### src/pqs_pkg.sv
package pqs_pkg;

    // ========================================================================
    // Switch geometry
    // ========================================================================
    localparam int DATA_WIDTH = 32;
    localparam int PORT_NUM   = 4;
    localparam int PORT_W     = 2;
    localparam int SLOT_NUM   = 8;
    localparam int SLOT_W     = 3;
    localparam int SLOT_WORDS = 8;      // Header plus up to 7 payload words
    localparam int WORD_W     = 3;
    localparam int LEN_W      = 3;
    localparam int TAG_W      = DATA_WIDTH - PORT_W - LEN_W;

    typedef logic [DATA_WIDTH-1:0] data_t;

    // ========================================================================
    // Header word, seen either as raw data or as decoded fields
    // ========================================================================
    typedef union packed {
        data_t raw;
        struct packed {
            logic [PORT_W-1:0] dest;    // Output port
            logic [LEN_W-1:0]  len;     // Payload words, 1 to 7
            logic [TAG_W-1:0]  tag;     // Carried through untouched
        } hdr;
    } hdr_word_u;

endpackage

### src/port_output.sv
module port_output #(
    parameter  int P_SLOT_NUM = 8,
    localparam int SW         = $clog2(P_SLOT_NUM)
) (
    input  logic                       clk_in,
    input  logic                       rst_n_in,
    input  logic                       i_q_vld,
    input  logic [SW-1:0]              i_q_slot,
    input  pqs_pkg::data_t             i_rd_word,
    output logic                       o_q_pop,
    output logic [SW-1:0]              o_rd_slot,
    output logic [pqs_pkg::WORD_W-1:0] o_rd_idx,
    output logic                       o_release,
    output logic [SW-1:0]              o_release_slot,
    output logic                       o_rd_vld,
    output logic                       o_rd_sop,
    output logic                       o_rd_eop,
    output pqs_pkg::data_t             o_rd_data
);

    pqs_pkg::hdr_word_u         rd_hdr;
    logic                       sending_q;
    logic [SW-1:0]              slot_q;
    logic [pqs_pkg::WORD_W-1:0] idx_q;      // Next word of the slot to read
    logic [pqs_pkg::LEN_W-1:0]  len_q;
    logic                       last_word;

    assign rd_hdr  = i_rd_word;
    assign o_q_pop = !sending_q && i_q_vld;

    // Idle reads the header of the queue head straight away
    assign o_rd_slot = sending_q ? slot_q : i_q_slot;
    assign o_rd_idx  = sending_q ? idx_q : '0;

    assign last_word      = sending_q && (idx_q == pqs_pkg::WORD_W'(len_q));
    assign o_release      = last_word;
    assign o_release_slot = slot_q;

    always_ff @(posedge clk_in) begin
        if (!rst_n_in) begin
            sending_q <= 1'b0;
            o_rd_vld  <= 1'b0;
            o_rd_sop  <= 1'b0;
            o_rd_eop  <= 1'b0;
        end else begin
            o_rd_vld <= o_q_pop || sending_q;
            o_rd_sop <= o_q_pop;
            o_rd_eop <= last_word;
            if (o_q_pop) begin
                sending_q <= 1'b1;
            end else if (last_word) begin
                sending_q <= 1'b0;
            end
        end
    end

    always_ff @(posedge clk_in) begin
        if (o_q_pop || sending_q) begin
            o_rd_data <= rd_hdr.raw;
        end
        if (o_q_pop) begin
            slot_q <= i_q_slot;
            len_q  <= rd_hdr.hdr.len;   // Length from the stored header
            idx_q  <= pqs_pkg::WORD_W'(1);
        end else begin
            idx_q  <= idx_q + 1'b1;
        end
    end

    // A new packet starts only after an idle cycle or the previous eop
    a_sop_after_idle : assert property (@(posedge clk_in) disable iff (!rst_n_in)
        o_rd_sop |-> (!$past(o_rd_vld) || $past(o_rd_eop)));

endmodule

### config.mk
export PLATFORM = sky130hd
export DESIGN_NAME = port_output
export DESIGN_NICKNAME = d
export VERILOG_FILES = /design/src/pqs_pkg.sv /design/src/port_output.sv
export SDC_FILE = /design/constraint.sdc
export NUM_CORES = 1
export LEC_CHECK = 0
export ABC_AREA = 1
export ABC_CLOCK_PERIOD_IN_PS = 4600
export BUFFER_PORTS_ARGS = -buffer_cell sky130_fd_sc_hd__buf_4
export CAP_MARGIN = 20
export CORE_UTILIZATION = 46
export DETAILED_ROUTE_END_ITERATION = 10
export GPL_TIMING_DRIVEN = 0
export PLACE_DENSITY = 0.82
export SLEW_MARGIN = 20
export SYNTH_ARGS = -nofsm -noshare
export SYNTH_HDL_FRONTEND = slang
export SYNTH_SLANG_ARGS = --single-unit
### constraint.sdc
create_clock -name clk_in -period 4.6 [get_ports clk_in]
set_input_delay 0.46 -clock clk_in [delete_from_list [all_inputs] [get_ports clk_in]]
set_output_delay 0.46 -clock clk_in [all_outputs]
set_load 0.01 [all_outputs]
==> summary.txt <==
Routing
  • DRT Pass-1 Iters: 4
  • Via-to-Cell Ratio: 4.50
  • WL per Instance: roughly 13 µm
  • Post-route ant nets: 0
  • Vias: 1,030
  • Wirelength, routed: approximately 3000 µm
  • DR DRC count: 0
  • Starting DRC count in detailed routing: 19

Power and ir drop
  • Worst-case vdd ir drop: approximately 0.25 mV
  • Leakage: roughly 1.1 nW
  • Sw frac: between 20% and 30%
  • PwrDens: about 400 nW/µm²
  • Cell-internal power: 0.735 mW
  • Clock power share: a little under a third
  • P_sw: ~0.21 mW
  • Power Total: approximately 0.95 mW
  • Flop pwr share: between 50 and 60%
  • Combinational share of power: between 10% and 20%

Placement
  • DP Area: between 2000 and 2500 µm²
  • Post-DP HPWL: roughly 2300 µm
  • # port buffers: 83
  • Final Wtd Congestion: 0.688
  • Place WS: between 3 and 4 ns
  • Placed Cells: approximately 220

Worst setup path
  • CP Cell Sequence: buf_6, nand2_2, nand2_1, nand2_2, nor2_4, buf_4
  • CP peak stage delay: between 0.3 and 0.4 ns
  • Slowest CP cell: dfxtp_1
  • Critical Path RT: approximately 4.1 ns
  • Worst setup SP type: flip-flop
  • Worst setup EP type: output port
  • Crit Path Max Fanout: 9
  • WP data arrival: between 1 and 1.5 ns
  • CP Class: flip-flop to output port
  • CP dominant cell by count: nand2_2

Outcome
  • Status: complete, no violations

Synthesis
  • Top post-synthesis cells by count: edfxtp_1, nand2_1, inv_1
  • Avg Cell Area, Syn: around 16 µm²
  • Post-synth top area cell: edfxtp_1
  • Count leader, synth: edfxtp_1
  • Top cells by area, synth: edfxtp_1, dfxtp_1, nand2_1
  • Post-synth EDFFs: 38
  • Ys flop type: edfxtp_1
  • Async SR Flop Fraction: 0%
  • Post-Syn Nets: 133
  • Register area share after synthesis: between 80% and 90%
  • Warnings from Yosys: 0
  • Synth Register Bits: 45
  • Netlist cell types: 13
  • Gate Count Post-Synth: 94
  • Synth Cell Area: 1520 µm²
  • Synth top area share: around 75%

Global route
  • Pin count of the biggest net entering global routing: 34
  • Total gr overflow: 0
  • Met2 Use GR: between 30% and 40%
  • Antenna violations before repair: 0
  • First-pass GRT wire length: between 4000 and 5000 µm
  • GRT Resource Usage Total: 18.1%
  • Met3 usage: 8.08%
  • Vias in the first global route: approximately 940
  • GR Util met1: between 15 and 20%
  • Gr busiest metal: met2

Cells and area
  • Cell Count, Final, Fillers Out: 229
  • Final nets: between 200 and 250
  • Layout cell share with drive strength beyond 1: 54.6%
  • Final core area utilization: around three quarters
  • Diode count: 0
  • Final design area excluding fillers: 2300 µm²
  • Area growth from synthesis to layout: 51.6%
  • Fill count: between 200 and 250

Clock network
  • Resize count post-CTS: 0
  • Clk Latency, worst-skew pair: 0.35 ns
  • # H-tree levels: 2
  • Root buffer cell: clkbuf_4
  • CTS hold repair buffers: 0
  • Clk sinks: between 40 and 50
  • Max clock buf depth: 2
  • CTS clk-pin slew, worst paths: approximately 0.12 ns
  • Setup bufs post-CTS: 0
  • Clock buffer count from CTS: 5
  • CTS tree: done

Timing
  • Final Hold Viols: 0
  • # setup viols final: 0
  • Layout Skew: 0.00245 ns
  • Unrepaired setup endpoints after global routing: false
  • Setup TNS: 0 ns
  • Period utilization: between 30% and 40%
  • PnR worst setup slack: approximately 2.9 ns
  • Worst-Margin Slew: 0.738 ns
  • Worst slew margin: 50.7%
  • Max Fclk: around 580 MHz
  • Max Slew Vio Count: 0
  • Min Tclk post-route: approximately 1.7 ns
  • Hold slack: about 0.28 ns

Die
  • Placement row count: 20
  • Die area: 3540 µm²
  • Die Ht: between 50 and 60 µm
  • I/O pins: between 80 and 90
  • Core ar.: just over 3000 µm²
  • Chip width: 59.5 µm
  • Initial Util: a little under 50%

Flow run
  • Max-cap viol count: 0

Worst hold path
  • HP Class: input port to flip-flop
## power groups by stage
stage | clock network [mW] | registers (mW) | logic [mW]
floorplan | 0 | 0.526 | 0.0582
detailed placement | 0 | 0.515 | 0.159
global route | 0.311 | 0.509 | 0.172
finish | 0.286 | 0.505 | 0.157
CTS | 0.294 | 0.505 | 0.159
global placement | 0 | 0.513 | 0.153
## registers in the layout (all words and copies together) (netlist names)
register / count
idx_q: 3
len_q: 3
o_rd_data: 32
o_rd_eop: 1
o_rd_sop: 1
o_rd_vld: 1
o_release_slot: 3
sending_q: 1
## per-layer routing
metal | part of all wire (%) | up-vias | wire length (µm)
li1 | - | 493 | -
met1 | 36 | 463 | 1090
met2 | 49 | 68 | 1490
met3 | 13 | 6 | 381
met4 | 1.7 | 0 | 51
met5 | 0 | - | 0
## path summary, 6_finish.rpt
check | depth (start not counted) | startpoint | slack, ns | endpoint
worst max-delay path | 6 | sending_q | 2.88 | o_release
worst min-delay path | 1 | i_rd_word[5] | 0.28 | o_rd_data[5]
worst max register to register | 3 | sending_q | 3.14 | o_rd_data[27]
worst min register to register | 1 | idx_q[0] | 0.47 | idx_q[0]
## cell families after synthesis
family	after synthesis	share of synthesized area, %
buffers and inverters	15	4.20
DFF	45	84.3
adders and majority gates	1	0.824
xor gates and xnor gates	1	0.577
and+or+nand+nor	32	10.0
## layout by cell type (no fill, tap or decap)
cell | synthesis | layout
nor2_1 | 4 | 4
dfxtp_1 | 7 | 7
edfxtp_1 | 38 | 38
inv_1 | 12 | 12
ha_1 | 1 | 1
clkbuf_4 | 0 | 5
nor3_2 | 1 | 1
inv_2 | 2 | 2
nor2_4 | 2 | 2
clkinv_2 | 0 | 1
buf_4 | 0 | 83
nand2_1 | 22 | 21
nand2_2 | 2 | 3
bufinv_16 | 0 | 2
buf_6 | 1 | 1
nand3_2 | 1 | 1
xnor2_1 | 1 | 1
## worst max-delay path: cells and delay by family (launching register included)
kind,cells,cell delay [ns]
DFF,1,0.35
buffers and inverters,2,0.26
and+or+nand+nor,4,0.31
## cell type report
cell class / instances / area [µm²] / area share (%)
Timing Repair Buffer: 83 / 623 / 27.1
Clock buffer: 5 / 37.5 / 1.63
Buffer: 1 / 11.3 / 0.489
Inverter: 14 / 52.6 / 2.28
Sequential cell: 45 / 1280 / 55.7
Tap cell: 44 / 55.1 / 2.39
Clock inverter: 3 / 65.1 / 2.83
Multi-Input combinational cell: 34 / 176 / 7.66
No activity file was read; power rests on OpenSTA's default activity.
