`src/pqs_pkg.sv`:
```
package pqs_pkg;

    // ========================================================================
    // Switch geometry
    // ========================================================================
    localparam int DATA_WIDTH = 32;
    localparam int PORT_NUM   = 4;
    localparam int PORT_W     = 2;
    localparam int SLOT_NUM   = 8;
    localparam int SLOT_W     = 3;
    localparam int SLOT_WORDS = 8;      // Header plus up to 7 payload words
    localparam int WORD_W     = 3;
    localparam int LEN_W      = 3;
    localparam int TAG_W      = DATA_WIDTH - PORT_W - LEN_W;

    typedef logic [DATA_WIDTH-1:0] data_t;

    // ========================================================================
    // Header word, seen either as raw data or as decoded fields
    // ========================================================================
    typedef union packed {
        data_t raw;
        struct packed {
            logic [PORT_W-1:0] dest;    // Output port
            logic [LEN_W-1:0]  len;     // Payload words, 1 to 7
            logic [TAG_W-1:0]  tag;     // Carried through untouched
        } hdr;
    } hdr_word_u;

endpackage

```
`src/pkt_decode.sv`:
```
module pkt_decode #(
    parameter  int P_SLOT_NUM = 8,
    localparam int SW         = $clog2(P_SLOT_NUM)
) (
    input  logic                       clk_in,
    input  logic                       rst_n_in,
    input  logic                       i_wr_vld,
    input  logic                       i_wr_sop,
    input  logic                       i_wr_eop,
    input  pqs_pkg::data_t             i_wr_data,
    input  logic                       i_alloc_ok,
    input  logic [SW-1:0]              i_alloc_slot,
    output logic                       o_alloc_req,
    output logic                       o_wr_en,
    output logic [SW-1:0]              o_wr_slot,
    output logic [pqs_pkg::WORD_W-1:0] o_wr_idx,
    output pqs_pkg::data_t             o_wr_data,
    output logic                       o_commit,
    output logic [SW-1:0]              o_commit_slot,
    output logic [pqs_pkg::PORT_W-1:0] o_commit_dest,
    output logic                       o_abort,
    output logic [SW-1:0]              o_abort_slot,
    output logic                       o_drop
);

    localparam logic [1:0] ST_IDLE = 2'd0;
    localparam logic [1:0] ST_RECV = 2'd1;
    localparam logic [1:0] ST_DISC = 2'd2;

    pqs_pkg::hdr_word_u         hdr_in;
    logic [1:0]                 state_q;
    logic                       nofit_q;    // Discarding a packet that found no slot
    logic [SW-1:0]              slot_q;
    logic [pqs_pkg::PORT_W-1:0] dest_q;
    logic [pqs_pkg::LEN_W-1:0]  len_q;
    logic [pqs_pkg::LEN_W-1:0]  cnt_q;      // Payload words taken so far
    logic [pqs_pkg::LEN_W-1:0]  cnt_nxt;
    logic                       hdr_ok;
    logic                       frame_err;

    assign hdr_in  = i_wr_data;
    assign cnt_nxt = cnt_q + 1'b1;

    // A header needs a nonzero length and must not carry eop itself
    assign hdr_ok      = !i_wr_eop && (hdr_in.hdr.len != '0);
    assign o_alloc_req = i_wr_vld && i_wr_sop && hdr_ok && (state_q == ST_IDLE);

    // eop must land exactly on the length-th payload word
    assign frame_err = i_wr_sop || (i_wr_eop != (cnt_nxt == len_q));

    assign o_wr_slot     = slot_q;
    assign o_commit_slot = slot_q;
    assign o_commit_dest = dest_q;
    assign o_abort_slot  = slot_q;

    // ========================================================================
    // Framing FSM
    // ========================================================================
    always_ff @(posedge clk_in) begin
        if (!rst_n_in) begin
            state_q  <= ST_IDLE;
            nofit_q  <= 1'b0;
            o_wr_en  <= 1'b0;
            o_commit <= 1'b0;
            o_abort  <= 1'b0;
            o_drop   <= 1'b0;
        end else begin
            o_wr_en  <= 1'b0;
            o_commit <= 1'b0;
            o_abort  <= 1'b0;
            o_drop   <= 1'b0;
            if (i_wr_vld) begin
                case (state_q)
                    ST_IDLE: begin
                        if (o_alloc_req && i_alloc_ok) begin
                            o_wr_en <= 1'b1;        // Header goes to word 0
                            state_q <= ST_RECV;
                        end else if (o_alloc_req) begin
                            nofit_q <= 1'b1;        // Buffer full, drop at eop
                            state_q <= ST_DISC;
                        end else begin
                            o_drop <= 1'b1;         // Bad header or stray word
                        end
                    end
                    ST_RECV: begin
                        if (frame_err) begin
                            o_abort <= 1'b1;
                            o_drop  <= 1'b1;
                            state_q <= i_wr_eop ? ST_IDLE : ST_DISC;
                        end else begin
                            o_wr_en <= 1'b1;
                            if (i_wr_eop) begin
                                o_commit <= 1'b1;
                                state_q  <= ST_IDLE;
                            end
                        end
                    end
                    default: begin
                        if (i_wr_eop) begin
                            o_drop  <= nofit_q;     // Malformed ones already strobed
                            nofit_q <= 1'b0;
                            state_q <= ST_IDLE;
                        end
                    end
                endcase
            end
        end
    end

    always_ff @(posedge clk_in) begin
        if (i_wr_vld) begin
            o_wr_data <= hdr_in.raw;
            o_wr_idx  <= (state_q == ST_IDLE) ? '0 : pqs_pkg::WORD_W'(cnt_nxt);
            cnt_q     <= (state_q == ST_IDLE) ? '0 : cnt_nxt;
        end
        if (o_alloc_req && i_alloc_ok) begin
            slot_q <= i_alloc_slot;
            dest_q <= hdr_in.hdr.dest;
            len_q  <= hdr_in.hdr.len;
        end
    end

    // Committed packet ends on the word index given by its header length
    a_commit_idx : assert property (@(posedge clk_in) disable iff (!rst_n_in)
        o_commit |-> (o_wr_idx == pqs_pkg::WORD_W'(len_q)));

endmodule

```
`config.mk`:
```
export PLATFORM = sky130hd
export DESIGN_NAME = pkt_decode
export DESIGN_NICKNAME = d
export VERILOG_FILES = /design/src/pqs_pkg.sv /design/src/pkt_decode.sv
export SDC_FILE = /design/constraint.sdc
export NUM_CORES = 1
export LEC_CHECK = 0
export ABC_AREA = 1
export BUFFER_PORTS_ARGS = -buffer_cell sky130_fd_sc_hd__buf_4
export CAP_MARGIN = 20
export CORE_MARGIN = 2
export CORE_UTILIZATION = 41
export CTS_CLUSTER_DIAMETER = 100
export DETAILED_ROUTE_END_ITERATION = 12
export PLACE_DENSITY = 0.76
export SLEW_MARGIN = 20
export SYNTH_ARGS = -nofsm -noshare
export SYNTH_HDL_FRONTEND = slang
export SYNTH_SLANG_ARGS = --single-unit
```
`constraint.sdc`:
```
create_clock -name clk_in -period 1.6 [get_ports clk_in]
set_input_delay 0.08 -clock clk_in [delete_from_list [all_inputs] [get_ports clk_in]]
set_output_delay 0.08 -clock clk_in [all_outputs]
set_load 0.01 [all_outputs]
```
==> impl_metrics.py, run 1 <==
metrics = {
    "run_status": {
        "outcome": "completed",
    },
    "worst_setup_path": {
        "rrSetupSlack_ns": 0.1,
        "critical_path.endpoint": "state_q[0]",
        "crit_top_cell": "nand2_1",
        "crit_chain": "ha_1 > inv_1 > nand2_1 > nand2_1 > nor2_2 > nand2_1 > nand2_2 > nand3_4 > nand2_1 > nand2_1 > a21oi_1",
        "timing.rr.end": "state_q[0]",
        "cpMaxStageDelayCell": "edfxtp_1",
        "crit_required_ns": 1.83,
        "cpPeakStageDelay_ns": 0.40,
        "critPathArrivalTime_ns": 1.74,
        "reg2reg_from": "cnt_q[0]",
        "crit_type": "reg -> reg",
        "crit_path_end_kind": "register",
        "worstSetupStartpointType": "register",
        "crit_path_max_fanout": 3,
        "cp-startpoint": "cnt_q[0]",
        "worstRegToRegCells": 11,
    },
    "final_layout": {
        "fillCellCount": 286,
        "final_cells": 313,
        "utilization": 0.699,
        "nNetsFinal": 302,
        "n_antenna_cell": 0,
        "drive_above_1_share": 0.452,
        "area_delta_synth_final_pct": 65.0,
    },
    "synthesis": {
        "ys_ff_latch": 50,
        "synth_flop_cell": "edfxtp_1",
        "synth.top_cell.area_share": 0.701,
        "synth_area_mm2": 0.00184,
        "synth_commonest_cells": "edfxtp_1 (43), nand2_1 (22), inv_1 (15)",
        "async_reset_ff_frac": 0,
        "synthDistinctLibCells": 20,
        "yosysMostFrequentCell": "edfxtp_1",
        "synth-edff-count": 43,
        "yosysWarnings": 0,
        "synth_nets": 173,
        "syn-instance-count": 131,
        "ys_seq_area_frac": 0.777,
        "yosys-top-cells-area": "edfxtp_1 (70%), dfxtp_1 (7.6%), nand2_1 (4.5%), inv_1 (3.1%), buf_4 (2.4%)",
        "yosysTopAreaCell": "edfxtp_1",
        "synth.avg_cell_area_um2": 14.1,
    },
    "timing": {
        "period_minus_slack_ns": 1.50,
        "slew_violations": 0,
        "tightest_slew_ns": 0.506,
        "relSlewSlack": 0.663,
        "fin_crit_sh": 0.939,
        "clock_skew_ns": 0.00378,
        "hold_viol_final": 0,
        "finalSetupViolations": 0,
        "fin_ws_ns": 0.0979,
        "rsz0062_at_grt": "true",
        "max_freq_mhz": 666,
    },
    "min_path": {
        "worstHoldPathType": "in -> reg",
    },
    "routing": {
        "num_vias": 1456,
        "antenna_left": 0,
        "wl_per_cell_um": 15.0,
        "drt-total-wl_mm": 4.69,
        "drc": 0,
        "vias_per_cell": 4.65,
        "first_pass_iters": 6,
        "drt_iter0_markers": 94,
    },
    "power": {
        "ir_drop_v": 0.000503,
        "power_density_mw_per_mm2": 936,
        "p_leak_nw": 1.36,
    },
    "floorplan": {
        "core_mm2": 0.00435,
        "dieArea_mm2": 0.00505,
        "initial_core_util": 0.423,
        "fp.dieW_um": 71.0,
        "rows": 24,
        "die_y_um": 71.0,
        "io_pins": 92,
    },
    "clock_tree": {
        "cts_tree": "built",
        "cts_max_path_buffers": 2,
        "numCtsBuffers": 5,
        "cts_sinks": 50,
        "h-tree-depth": 2,
        "clk_latency_ns": 0.30,
        "cts-root-buf": "clkbuf_8",
        "path_clk_slew_ns": 0.09,
    },
    "placed_design": {
        "dp.final_hpwl_mm": 2.99,
        "gp_congestion": 0.795,
        "pre_cts_ws_ns": 0.0144,
        "portBuffers": 91,
        "dp_cells": 270,
    },
    "global_routing": {
        "grt_pass1_wl_mm": 7.15,
        "grt_start_max_net_pins": 41,
        "grt.total_usage": 0.187,
        "antenna_found_initial": 0,
        "grt_pass1_vias": 1499,
        "gr-total-overflow": 0,
    },
    "flow_run": {
        "max_cap_viol_count": 0,
    },
}
[sequential cells by signal, indices dropped and copies added, names as in the netlist]
signal / cells
o_wr_data: 32
state_q: 2
o_abort_slot: 3
o_commit_dest: 2
o_commit: 1
len_q: 3
o_abort: 1
o_wr_en: 1
nofit_q: 1
cnt_q: 3
o_drop: 1
[layer usage]
| layer | wire length, µm | GRT usage |
|---|---|---|
| met1 | 1850 | 0.215 |
| met2 | 2400 | 0.333 |
| met3 | 407 | 0.0584 |
| met4 | 32 | 0.0566 |
| met5 | 0 | 0 |
[cell families after synthesis]
| logic type | after synthesis | share of synthesized area |
|---|---|---|
| adder cells (fa/ha/maj) | 1 | 0.00679 |
| buffers and inverters | 25 | 0.0631 |
| flip-flops | 50 | 0.777 |
| AO/OA/AOI/OAI | 8 | 0.0285 |
| AND/OR/NAND/NOR | 47 | 0.125 |
[where the power goes]
| part | leakage, nW | internal, mW | switching (mW) |
|---|---|---|---|
| clock | 0.0585 | 0.469 | 0.413 |
| combinational | 0.827 | 0.240 | 0.191 |
| sequential | 0.473 | 1.50 | 0.0314 |
| total | 1.36 | 2.21 | 0.636 |
[area by class of cell]
cell class              instances  area (µm²)  share of cell area
inverters                      19        71.3              0.0234
flip-flops and latches         50        1430               0.471
multi-input cells              56         313               0.103
well taps                      52        65.1              0.0214
repair buffers                128        1050               0.345
clock buffers                   5        68.8              0.0226
clock inverters                 3        43.8              0.0144
[critical path: cells and delay by family (launching register included)]
family,cells,cell delay (ns)
buffers and inverters,1,0.05
and+or+nand+nor,8,0.57
AOI/OAI and AO/OA,1,0.12
DFF,1,0.40
adders and majority gates,1,0.30
[repair_timing]
action,in CTS,in global routing
endpoints found under the hold margin,40,0
hold buffers,35,0
endpoints found under the setup margin,1,5
resized for setup,1,3
setup buffers,0,0
pin swaps,0,2
[worst min path at each step]
| stage | startpoint | end | slack, ns | depth (start not counted) |
|---|---|---|---|---|
| after floorplan | i_wr_data[27] | len_q[0] | 0.18 | 0 |
| after global placement | i_wr_data[8] | o_wr_data[8] | 0.26 | 1 |
| after detailed placement | i_wr_data[15] | o_wr_data[15] | 0.26 | 1 |
| after CTS | rst_n_in | state_q[0] | 0.05 | 3 |
| after global routing | rst_n_in | state_q[0] | 0.06 | 3 |
| final | rst_n_in | state_q[0] | 0.06 | 3 |
[cell usage in the layout, fill, tap and decap left out, types with 2 or more instances in the layout]
| cell type | netlist | layout |
|---|---|---|
| nor2_1 | 7 | 6 |
| clkbuf_8 | 0 | 5 |
| nor2_2 | 1 | 2 |
| dlygate4sd3_1 | 0 | 35 |
| edfxtp_1 | 43 | 43 |
| inv_1 | 15 | 15 |
| nand2_1 | 22 | 21 |
| nor2_4 | 2 | 2 |
| nand3_2 | 2 | 2 |
| nand2_2 | 3 | 4 |
| dfxtp_1 | 7 | 7 |
| nand4_1 | 3 | 3 |
| nand3_1 | 6 | 5 |
| a21oi_1 | 3 | 3 |
| a21oi_2 | 2 | 2 |
| buf_4 | 6 | 93 |
| inv_2 | 4 | 4 |
[stage by stage]
| step | cell area (µm²) | power [mW] | hold WS (ns) | TNS, ns |
|---|---|---|---|---|
| after floorplan | 1840 | 1.67 | 0.179 | 0 |
| after global routing | 3040 | 2.96 | 0.0618 | -0.0663 |
| after detailed placement | 2560 | 1.91 | 0.259 | 0 |
| final | 3040 | 2.85 | 0.0565 | 0 |
| after CTS | 3030 | 2.85 | 0.0468 | 0 |
| after global placement | 2560 | 1.90 | 0.258 | 0 |
(Power assumes the default switching activity.)
==> run 2: changes to the inputs <==
Settings changed: CORE_ASPECT_RATIO from default to 1.75.
==> impl_metrics.py, run 2 (synthesized netlist as in run 1, its figures left out) <==
metrics = {
    "worst_setup_path": {
        "worstSetupStartpointType": "register",
        "cpMaxStageDelayCell": "edfxtp_1",
        "critPathArrivalTime_ns": 1.79,
        "crit_chain": "ha_4 > inv_2 > nand2_2 > nand2_2 > nor2_4 > nand2_2 > nand2_4 > nand3_4 > nand2_2 > nand2_2 > a21oi_2",
        "rrSetupSlack_ns": 0.05,
        "crit_buf_inv": 1,
        "cpPeakStageDelay_ns": 0.44,
        "crit_type": "reg -> reg",
        "crit_path_max_fanout": 3,
        "crit_path_end_kind": "register",
        "crit_required_ns": 1.84,
        "crit_top_cell": "nand2_2",
        "critical_path.top_delay_family": "simple AND/OR/NAND/NOR gates",
    },
    "power": {
        "total_power_mw": 2.74,
        "p_leak_nw": 1.36,
        "ir_drop_v": 0.000811,
        "power_density_mw_per_mm2": 890,
    },
    "placed_design": {
        "dp.final_hpwl_mm": 2.98,
        "gp_congestion": 0.735,
        "portBuffers": 91,
    },
    "final_layout": {
        "drive_above_1_share": 0.489,
        "final_common_cell": "buf_4",
        "utilization": 0.705,
        "largest_reg_flops": 32,
        "layout_common_cells": "buf_4 (94), edfxtp_1 (43), dlygate4sd3_1 (35), nand2_1 (16), inv_1 (14)",
        "top_register": "o_wr_data",
        "nNetsFinal": 303,
        "area_delta_synth_final_pct": 66.9,
        "n_antenna_cell": 0,
    },
    "floorplan": {
        "core_mm2": 0.00436,
        "die_y_um": 92.7,
        "io_pins": 92,
        "initial_core_util": 0.422,
        "fp.dieW_um": 54.7,
        "dieArea_mm2": 0.00507,
        "rows": 32,
    },
    "clock_tree": {
        "h-tree-depth": 2,
        "clk_latency_ns": 0.30,
        "cts-root-buf": "clkbuf_8",
        "numCtsBuffers": 5,
        "cts_sinks": 50,
        "cts_tree": "built",
        "path_clk_slew_ns": 0.10,
        "cts_max_path_buffers": 2,
    },
    "timing": {
        "relSlewSlack": 0.665,
        "hold_viol_final": 0,
        "finalSetupViolations": 0,
        "whs_ns": 0.0536,
        "tightest_slew_ns": 0.502,
        "fin_crit_sh": 0.970,
        "clock_skew_ns": 0.00227,
        "slew_violations": 0,
        "max_freq_mhz": 644,
        "period_minus_slack_ns": 1.55,
    },
    "global_routing": {
        "grt_pass1_wl_mm": 6.85,
        "grt_start_max_net_pins": 41,
        "grt.total_usage": 0.192,
        "gr-total-overflow": 0,
        "antenna_found_initial": 0,
        "grt_pass1_vias": 1481,
    },
    "routing": {
        "drc": 0,
        "wl_per_cell_um": 14.9,
        "drt_iter0_markers": 17,
        "vias_per_cell": 4.57,
        "num_vias": 1429,
        "drt-total-wl_mm": 4.65,
        "antenna_left": 0,
        "first_pass_iters": 4,
    },
    "run_status": {
        "outcome": "completed",
    },
    "min_path": {
        "worstHoldPathType": "in -> reg",
    },
    "flow_run": {
        "max_cap_viol_count": 0,
    },
}
## run 2: path summary, 6_finish.rpt
kind	startpoint	endpoint	cells after the start
max	cnt_q[1]	state_q[0]	11
min	rst_n_in	state_q[1]	3
max reg2reg	cnt_q[1]	state_q[0]	11
min reg2reg	nofit_q	nofit_q	2
## run 2: stage by stage
step	cells	instance area [µm²]	setup slack, ns	setup TNS (ns)
after floorplan	131	1840	0.0378	0
after global placement	269	2560	0.0745	0
after detailed placement	269	2560	-0.000303	-0.000303
final	313	3080	0.0480	0
after global routing	313	3080	-0.0362	-0.0362
after CTS	312	3010	0.0222	0
## run 2: where the power goes
group / switching (mW) / total, mW / internal [mW] / leakage, nW
Clock: 0.428 / 0.755 / 0.327 / 0.0506
Combinational: 0.199 / 0.449 / 0.250 / 0.835
Sequential: 0.0304 / 1.53 / 1.50 / 0.473
Total: 0.657 / 2.74 / 2.08 / 1.36
## run 2: worst register-to-register path: cells and delay by family (launching register included)
kind	cells	cell delay [ns]
flip-flops	1	0.44
AND/OR/NAND/NOR	8	0.60
buffers and inverters	1	0.04
adder cells (fa/ha/maj)	1	0.30
AO/OA/AOI/OAI	1	0.12
## run 2: layer usage
metal	GRT usage	part of all wire	vias up
li1	-	-	705
met1	0.186	0.32	666
met2	0.358	0.60	52
met3	0.0435	0.056	6
met4	0.0750	0.018	0
met5	0	0	-
## run 2: timing repair
item	in CTS	in global routing
pin swaps	0	7
hold endpoints to repair	40	0
setup buffers	0	1
setup endpoints to repair	1	6
hold buffers	35	0
gates resized for setup	1	14
## run 2: layout make-up
class                      instances  area (µm²)
clock buffer                       5        68.8
clock inverter                     3        28.8
fill                             300        1290
inverter                          19        71.3
multi-input combinational         56         357
sequential                        50        1430
tap                               51        63.8
timing repair buffer             129        1060
